`src/logic/regm_pkg.sv`:
```
package regm_pkg;

    // data path widths
    localparam int WORD_W     = 32;
    localparam int REG_ADDR_W = 5;
    localparam int CTX_W      = 4;

    // architectural register count, register 0 hardwired to zero
    localparam int NUM_REGS = 32;

    // bundles execute can hold before it must return a credit
    localparam int ISSUE_CREDITS = 4;
    localparam int CREDIT_W      = 3;

    // register data word
    typedef logic [WORD_W-1:0] word_t;

    // register file index
    typedef logic [REG_ADDR_W-1:0] reg_addr_t;

    // one bit per unresolved branch
    typedef logic [CTX_W-1:0] ctx_t;

    // credit counter, holds 0 to ISSUE_CREDITS
    typedef logic [CREDIT_W-1:0] credit_cnt_t;

    // request from decode
    typedef struct packed {
        reg_addr_t rs1;
        reg_addr_t rs2;
        reg_addr_t rd;
        ctx_t      ctx;
    } inst_t;

    // result coming back from execute
    typedef struct packed {
        reg_addr_t rd;
        word_t     data;
    } wb_t;

    // destination reservation
    typedef struct packed {
        reg_addr_t rd;
        ctx_t      ctx;
    } claim_t;

    // operands and destination handed to execute
    typedef struct packed {
        word_t     rs1_data;
        word_t     rs2_data;
        reg_addr_t rd;
        ctx_t      ctx;
    } issue_t;

endpackage
```
`src/logic/reg_manage.sv`:
```
`timescale 1ns/100ps

module reg_manage (
    input  logic              clk,
    input  logic              rst_n,

    // decode
    input  logic              order,
    input  regm_pkg::inst_t   inst,
    output logic              done,
    output logic              squashed,

    // execute
    output logic              issue_valid,
    output regm_pkg::issue_t  issue,
    input  logic              credit_return,

    // writeback
    input  logic              wb_valid,
    input  regm_pkg::wb_t     wb,

    // branch hazard
    input  logic              flush_valid,
    input  regm_pkg::ctx_t    flush_ctx
);

    import regm_pkg::*;

    word_t                slot_data [NUM_REGS];
    logic [NUM_REGS-1:0]  slot_pending;
    ctx_t                 slot_ctx [NUM_REGS];

    word_t   rs1_data;
    word_t   rs2_data;
    logic    rs1_ready;
    logic    rs2_ready;
    logic    claim_valid;
    claim_t  claim;

    // register file, one slot per architectural register
    for (genvar i = 0; i < NUM_REGS; i++) begin : g_slot
        reg_slot #(
            .SLOT_INDEX (i)
        ) i_reg_slot (
            .clk         (clk),
            .rst_n       (rst_n),
            .wb_valid    (wb_valid),
            .wb          (wb),
            .claim_valid (claim_valid),
            .claim       (claim),
            .flush_valid (flush_valid),
            .flush_ctx   (flush_ctx),
            .data        (slot_data[i]),
            .pending     (slot_pending[i]),
            .ctx         (slot_ctx[i])
        );
    end

    operand_select i_operand_select (
        .inst         (inst),
        .slot_data    (slot_data),
        .slot_pending (slot_pending),
        .wb_valid     (wb_valid),
        .wb           (wb),
        .rs1_data     (rs1_data),
        .rs2_data     (rs2_data),
        .rs1_ready    (rs1_ready),
        .rs2_ready    (rs2_ready)
    );

    issue_ctrl i_issue_ctrl (
        .clk           (clk),
        .rst_n         (rst_n),
        .order         (order),
        .inst          (inst),
        .done          (done),
        .squashed      (squashed),
        .rs1_data      (rs1_data),
        .rs2_data      (rs2_data),
        .rs1_ready     (rs1_ready),
        .rs2_ready     (rs2_ready),
        .slot_pending  (slot_pending),
        .slot_ctx      (slot_ctx),
        .wb_valid      (wb_valid),
        .wb            (wb),
        .flush_valid   (flush_valid),
        .flush_ctx     (flush_ctx),
        .credit_return (credit_return),
        .claim_valid   (claim_valid),
        .claim         (claim),
        .issue_valid   (issue_valid),
        .issue         (issue)
    );

endmodule

```
`src/logic/issue_ctrl.sv`:
```
`timescale 1ns/100ps

module issue_ctrl (
    input  logic              clk,
    input  logic              rst_n,

    // decode handshake
    input  logic              order,
    input  regm_pkg::inst_t   inst,
    output logic              done,
    output logic              squashed,

    // operands from operand_select
    input  regm_pkg::word_t   rs1_data,
    input  regm_pkg::word_t   rs2_data,
    input  logic              rs1_ready,
    input  logic              rs2_ready,

    // slot state
    input  logic [regm_pkg::NUM_REGS-1:0] slot_pending,
    input  regm_pkg::ctx_t    slot_ctx [regm_pkg::NUM_REGS],

    input  logic              wb_valid,
    input  regm_pkg::wb_t     wb,
    input  logic              flush_valid,
    input  regm_pkg::ctx_t    flush_ctx,

    // execute side flow control
    input  logic              credit_return,

    // destination reservation to the slots
    output logic              claim_valid,
    output regm_pkg::claim_t  claim,

    // bundle toward execute
    output logic              issue_valid,
    output regm_pkg::issue_t  issue
);

    import regm_pkg::*;

    credit_cnt_t credits;
    logic        rd_zero;
    logic        rd_fwd;
    logic        rd_flush_hit;
    logic        rd_ready;
    logic        have_credit;
    logic        accept;

    // squash only looks at the context, hazards do not matter
    assign squashed = order && flush_valid && (|(inst.ctx & flush_ctx));

    assign rd_zero = (inst.rd == '0);
    assign rd_fwd  = wb_valid && (wb.rd == inst.rd);

    // pending destination being cleared by this flush
    assign rd_flush_hit = slot_pending[inst.rd]
                        && flush_valid
                        && (|(slot_ctx[inst.rd] & flush_ctx));

    // a flushed slot is only trusted again next cycle
    assign rd_ready = rd_zero
                    || !slot_pending[inst.rd]
                    || (rd_fwd && !rd_flush_hit);

    assign have_credit = (credits != '0);

    assign accept = order
                  && !squashed
                  && rs1_ready
                  && rs2_ready
                  && rd_ready
                  && have_credit;

    assign done = squashed || accept;

    // reserve the destination in the done cycle
    assign claim_valid = accept && !rd_zero;
    assign claim.rd    = inst.rd;
    assign claim.ctx   = inst.ctx;

    // acceptance and return may coincide
    always_ff @(posedge clk or negedge rst_n) begin
        if (!rst_n) begin
            credits <= credit_cnt_t'(ISSUE_CREDITS);
        end else begin
            case ({accept, credit_return})
                2'b10:   credits <= credits - 1'b1;
                2'b01:   credits <= credits + 1'b1;
                default: credits <= credits;
            endcase
        end
    end

    always_ff @(posedge clk or negedge rst_n) begin
        if (!rst_n) begin
            issue_valid <= 1'b0;
        end else begin
            issue_valid <= accept;
        end
    end

    // payload, qualified by issue_valid
    always_ff @(posedge clk) begin
        if (accept) begin
            issue.rs1_data <= rs1_data;
            issue.rs2_data <= rs2_data;
            issue.rd       <= inst.rd;
            issue.ctx      <= inst.ctx;
        end
    end

endmodule

```
`src/logic/operand_select.sv`:
```
`timescale 1ns/100ps

module operand_select (
    input  regm_pkg::inst_t  inst,

    // register file contents
    input  regm_pkg::word_t  slot_data [regm_pkg::NUM_REGS],
    input  logic [regm_pkg::NUM_REGS-1:0] slot_pending,

    // same-cycle writeback for forwarding
    input  logic             wb_valid,
    input  regm_pkg::wb_t    wb,

    output regm_pkg::word_t  rs1_data,
    output regm_pkg::word_t  rs2_data,
    output logic             rs1_ready,
    output logic             rs2_ready
);

    import regm_pkg::*;

    reg_addr_t src_addr  [2];
    word_t     src_data  [2];
    logic      src_ready [2];
    logic      src_fwd   [2];

    assign src_addr[0] = inst.rs1;
    assign src_addr[1] = inst.rs2;

    // both sources resolved the same way
    always_comb begin
        for (int s = 0; s < 2; s++) begin
            src_fwd[s] = wb_valid
                       && (wb.rd == src_addr[s])
                       && (src_addr[s] != '0);

            if (src_addr[s] == '0) begin
                src_data[s] = '0;
            end else if (src_fwd[s]) begin
                src_data[s] = wb.data;
            end else begin
                src_data[s] = slot_data[src_addr[s]];
            end

            // forwarded value makes a pending source usable now
            src_ready[s] = (src_addr[s] == '0)
                         || !slot_pending[src_addr[s]]
                         || src_fwd[s];
        end
    end

    assign rs1_data  = src_data[0];
    assign rs2_data  = src_data[1];
    assign rs1_ready = src_ready[0];
    assign rs2_ready = src_ready[1];

endmodule

```
`src/logic/reg_slot.sv`:
```
`timescale 1ns/100ps

module reg_slot #(
    parameter int SLOT_INDEX = 0
) (
    input  logic              clk,
    input  logic              rst_n,

    // writeback from execute
    input  logic              wb_valid,
    input  regm_pkg::wb_t     wb,

    // destination reservation from issue control
    input  logic              claim_valid,
    input  regm_pkg::claim_t  claim,

    // branch hazard
    input  logic              flush_valid,
    input  regm_pkg::ctx_t    flush_ctx,

    // slot state
    output regm_pkg::word_t   data,
    output logic              pending,
    output regm_pkg::ctx_t    ctx
);

    import regm_pkg::*;

    logic wb_hit;
    logic claim_hit;
    logic flush_hit;
    logic writable;

    // register 0 reads zero forever
    assign writable = (SLOT_INDEX != 0);

    assign wb_hit = wb_valid
                  && (wb.rd == reg_addr_t'(SLOT_INDEX))
                  && writable;

    assign claim_hit = claim_valid
                     && (claim.rd == reg_addr_t'(SLOT_INDEX))
                     && writable;

    // only a pending slot under an overlapping branch is cleared
    assign flush_hit = flush_valid && pending && (|(ctx & flush_ctx));

    // data only changes on writeback, a flush keeps the last value
    always_ff @(posedge clk or negedge rst_n) begin
        if (!rst_n) begin
            data <= '0;
        end else if (wb_hit) begin
            data <= wb.data;
        end
    end

    // a claim wins over a writeback or flush in the same cycle
    always_ff @(posedge clk or negedge rst_n) begin
        if (!rst_n) begin
            pending <= 1'b0;
            ctx     <= '0;
        end else if (claim_hit) begin
            pending <= 1'b1;
            ctx     <= claim.ctx;
        end else if (wb_hit || flush_hit) begin
            pending <= 1'b0;
            ctx     <= '0;
        end
    end

endmodule

```
`config.mk`:
```
export PLATFORM = sky130hd
export DESIGN_NAME = reg_manage
export DESIGN_NICKNAME = d
export VERILOG_FILES = /design/src/logic/regm_pkg.sv /design/src/logic/reg_manage.sv /design/src/logic/issue_ctrl.sv /design/src/logic/operand_select.sv /design/src/logic/reg_slot.sv
export SDC_FILE = /design/constraint.sdc
export NUM_CORES = 2
export LEC_CHECK = 0
export BUFFER_PORTS_ARGS = -buffer_cell sky130_fd_sc_hd__buf_4
export CAP_MARGIN = 20
export CORE_MARGIN = 2
export CORE_UTILIZATION = 35
export CTS_CLUSTER_DIAMETER = 30
export CTS_CLUSTER_SIZE = 8
export DETAILED_ROUTE_END_ITERATION = 8
export PLACE_DENSITY = 0.59
export RECOVER_POWER = 25
export SLEW_MARGIN = 20
export SYNTH_ARGS = -nofsm -noshare
export SYNTH_HDL_FRONTEND = slang
export SYNTH_HIERARCHICAL = 1
export SYNTH_SLANG_ARGS = --single-unit
export TNS_END_PERCENT = 100
```
`constraint.sdc`:
```
create_clock -name clk -period 10.8 [get_ports clk]
set_clock_uncertainty 0.15 [all_clocks]
set_input_delay 0 -clock clk [delete_from_list [all_inputs] [get_ports clk]]
set_output_delay 0 -clock clk [all_outputs]
set_load 0.05 [all_outputs]
```
==> impl_metrics.env <==
export IMPL_status="finished, violations left"
export IMPL_violations="capacitance limit, slew limit"
export IMPL_synth_seq_cells=1224
export IMPL_pwr_share_clk_pct=52.2
export IMPL_grt_use_met2_pct=36.3
export IMPL_postCtsSetupBuffers=0
export IMPL_p_sw_share_pct=26.0
export IMPL_drive_above_1_share_pct=39.8
export IMPL_cts_sink_count=1224
export IMPL_die_y_um=448
export IMPL_die_area_um2=201000
export IMPL_crit_path_max_incr_delay_ns=2.62
export IMPL_io_buffers=141
export IMPL_start_kind="primary input"
export IMPL_critPathKind="in2async"
export IMPL_power_density_nw_per_um2=230
export IMPL_overflow=0
export IMPL_cp_top_family="buffers and inverters"
export IMPL_post_drt_wl_per_cell_um=30.7
export IMPL_place_congestion=0.840
export IMPL_numCtsBuffers=332
export IMPL_drc_errors=0
export IMPL_synth_flop_cell="dfrtp_1"
export IMPL_worstPathArrival_ns=7.02
export IMPL_vias_per_cell=6.08
export IMPL_boundaryPins=142
export IMPL_grt_use_met1_pct=31.4
export IMPL_switchingPower_uw=4970
export IMPL_cp_max_fo=132
export IMPL_r2r_setup_slack_ns=5.34
export IMPL_synth_compound_area_share_pct=10.6
export IMPL_die_w_um=448
export IMPL_synth_xor_area_share_pct=0.229
export IMPL_worst_pin_slew_ns=3.77
export IMPL_clk_latency_ns=0.88
export IMPL_synthMuxAreaShare_pct=36.4
export IMPL_htreeDepth=5
export IMPL_grt_pass1_vias=48500
export IMPL_ys_warn_count=6
export IMPL_yosysTopAreaCell="dfrtp_1"
export IMPL_clock_root_buffer="clkbuf_16"
export IMPL_fill_cells=17600
export IMPL_max_freq_mhz=144
export IMPL_syn_to_final_growth_pct=20.9
export IMPL_fin_setup_tns_ns=0
export IMPL_num_rows=162
export IMPL_core_um2=195000
export IMPL_synthAdderAreaFrac_pct=0.0472
export IMPL_grt_pass1_wl_um=348000
export IMPL_ir_drop_mv=0.165
export IMPL_avgSynthCellArea_um2=15.0
export IMPL_ant_nets=0
export IMPL_synth_edff_count=73
export IMPL_hold_buffers=89
export IMPL_rsz0062_at_grt="no"
export IMPL_crit_required_ns=10.86
export IMPL_cts_resized=0
export IMPL_finalCriticalPeriod_ns=6.96
export IMPL_yosysSeqAreaShare_pct=45.0
export IMPL_hpwl_um=132000
export IMPL_slew_headroom_pct=-151
export IMPL_tritoncts="done"
export IMPL_grt_total_usage_pct=23.5
export IMPL_crit_path_end_kind="async pin"
export IMPL_p_comb_share_pct=15.5
export IMPL_cts_buffer_depth=4
export IMPL_antenna_found_initial=7
export IMPL_final_nets=4977
export IMPL_finalWorstSetupSlack_ns=3.84
export IMPL_dr_pass1_iters=6
export IMPL_drt_total_wl_um=239000
export IMPL_place_ws_ns=4.81
export IMPL_max_cap_violations=18
export IMPL_setup_violations_final=0
export IMPL_synth_top_family_by_area="multiplexers"
export IMPL_yosysTopAreaCellShare_pct=41.7
export IMPL_holdCritPathClass="in2reg"
export IMPL_drtIter0Drc=4712
export IMPL_yosysUniqueCellTypes=78
export IMPL_slew_viol_final=683
export IMPL_grt_max_degree=182
export IMPL_netlist_area_um2=69000
export IMPL_path_cells="dlygate4sd3_1 -> dlygate4sd3_1 -> clkbuf_1 -> clkbuf_1 -> clkbuf_2"
export IMPL_ys_top_cells_by_area="dfrtp_1 (42%), mux4_2 (11%), mux2_4 (9.1%), mux2_2 (7.0%), mux2i_1 (6.4%)"
export IMPL_yosys_area_share_simple_pct=3.38
export IMPL_path_clk_slew_ns=0.04
export IMPL_path_buf_inv=5
export IMPL_start_util_pct=35.3
export IMPL_finalHoldViolations=0
export IMPL_period_share_pct=64.4
export IMPL_busiest_layer="met2"
export IMPL_cp_slowest_cell="clkbuf_2"
export IMPL_p_int_uw=14200
export IMPL_use_met3_pct=5.13
export IMPL_total_leakage_power_uw=0.0361
export IMPL_synth_async_reset_ratio_pct=94.0
export IMPL_synth_cells=4605
export IMPL_seqPwrFrac_pct=32.4
export IMPL_vias=47300
sequential cells by signal, summed over array words and instances (netlist names):
| signal | flops |
|---|---|
| i_issue_ctrl/issue | 73 |
| g_slot.i_reg_slot/data | 992 |
| g_slot.i_reg_slot/pending | 31 |
| i_issue_ctrl/credits | 3 |
| i_issue_ctrl/issue_valid | 1 |
| g_slot.i_reg_slot/ctx | 124 |
layout by cell type, fill, tap and decap left out, drive strengths merged, types with 20 or more instances in the layout:
cell type and n:
a21o 32, a221oi 122, a22o 309, a22oi 85, a311oi 33, a31oi 65
buf 189, bufinv 47, clkbuf 484, clkinv 73, clkinvlp 32, conb 37
dfrtp 1150, dlygate4sd3 88, edfxtp 73, mux2 998, mux2i 443, mux4 347
nand2 74, nand3 20, nand4 20, nand4b 26, nor3 22, nor3b 35
o21ai 131, o221ai 61
worst min-delay path: cells and delay by family:
family	cells	cell delay [ns]
buffers and inverters	2	0.88
muxes	1	0.19
power by group through the flow:
stage	Sequential (uW)	Combinational, uW	Clock [uW]
6_report	6200	2960	10000
5_1_grt	6300	3140	10400
3_3_place_gp	6180	2880	0
4_1_cts	6170	2990	10100
2_1_floorplan	6090	2120	0
3_5_place_dp	6220	2940	0
layout make-up:
| cell class | count | area (um2) | share of cell area [%] |
|---|---|---|---|
| Inverter | 6 | 25.0 | 0.0300 |
| Clock buffer | 421 | 9210 | 11.1 |
| Clock inverter | 161 | 2140 | 2.57 |
| Multi-Input combinational cell | 3005 | 35000 | 42.0 |
| Antenna cell | 1 | 2.50 | 0.00300 |
| Tap cell | 2624 | 3280 | 3.94 |
| Sequential cell | 1224 | 31000 | 37.2 |
| Timing Repair Buffer | 340 | 2640 | 3.17 |
synth_stat cells, types with 12 or more instances:
cell       instances
dfrtp_1         1150
mux2i_1          443
mux2_2           427
mux2_4           420
mux4_2           344
a22o_1           309
mux2_1           151
clkbuf_1         116
o21ai_0          109
buf_6             96
a22oi_1           85
a221oi_1          79
buf_2             79
nand2_1           74
buf_4             73
edfxtp_1          73
a31oi_1           65
o221ai_1          61
a221oi_2          43
a21o_1            32
o21ai_1           22
nand4b_1          21
nand3_1           20
buf_12            19
nor3b_4           19
nand4_1           18
nor2b_1           18
a311oi_1          14
nor2_1            14
a311oi_2          13
nand4bb_1         13
buf_1             12
nor3b_2           12
stage by stage:
step           total power (uW)  utilization, %  instance area [um2]  hold slack, ns  std cells
2_1_floorplan              8210               -                69100          -0.446       4641
3_3_place_gp               9060            36.6                71400          0.0209       7108
3_5_place_dp               9150            36.6                71500          0.0318       7109
4_1_cts                   19300            42.8                83700         0.00352       7780
5_1_grt                   19800            42.7                83300          0.0863       7782
6_report                  19200            42.7                83300          0.0615       7782
final timing paths:
| path | end | from | cells after the start |
|---|---|---|---|
| min | g_slot[2].i_reg_slot/data[26]$_DFFE_PN0P_ | wb[26] | 3 |
| max | g_slot[28].i_reg_slot/data[11]$_DFFE_PN0P_ | rst_n | 5 |
| min reg2reg | g_slot[23].i_reg_slot/data[21]$_DFFE_PN0P_ | g_slot[23].i_reg_slot/data[21]$_DFFE_PN0P_ | 1 |
| min in group asynchronous | i_issue_ctrl/credits[2]$_DFFE_PN1P_ | rst_n | 3 |
| max reg2reg | g_slot[19].i_reg_slot/ctx[0]$_DFFE_PN0P_ | g_slot[11].i_reg_slot/pending$_DFFE_PN0P_ | 14 |
| max in group clk | g_slot[19].i_reg_slot/ctx[0]$_DFFE_PN0P_ | inst[5] | 15 |
logic make-up (layout without fill, tap and decap cells):
family	Yosys count	after routing
buffers and inverters	412	928
AO/OA/AOI/OAI	873	873
AND/OR/NAND/NOR	287	287
multiplexers	1788	1788
adder cells (fa/ha/maj)	2	2
flip-flops	1224	1224
other	1	38
XOR/XNOR	18	18
metal layers:
| layer | vias up | share of wire [%] |
|---|---|---|
| li1 | 19100 | - |
| met1 | 25300 | 42 |
| met2 | 2323 | 46 |
| met3 | 623 | 7.4 |
| met4 | 4 | 4.6 |
| met5 | - | 0.028 |
Note: power is estimated with default switching activity, not from simulation.
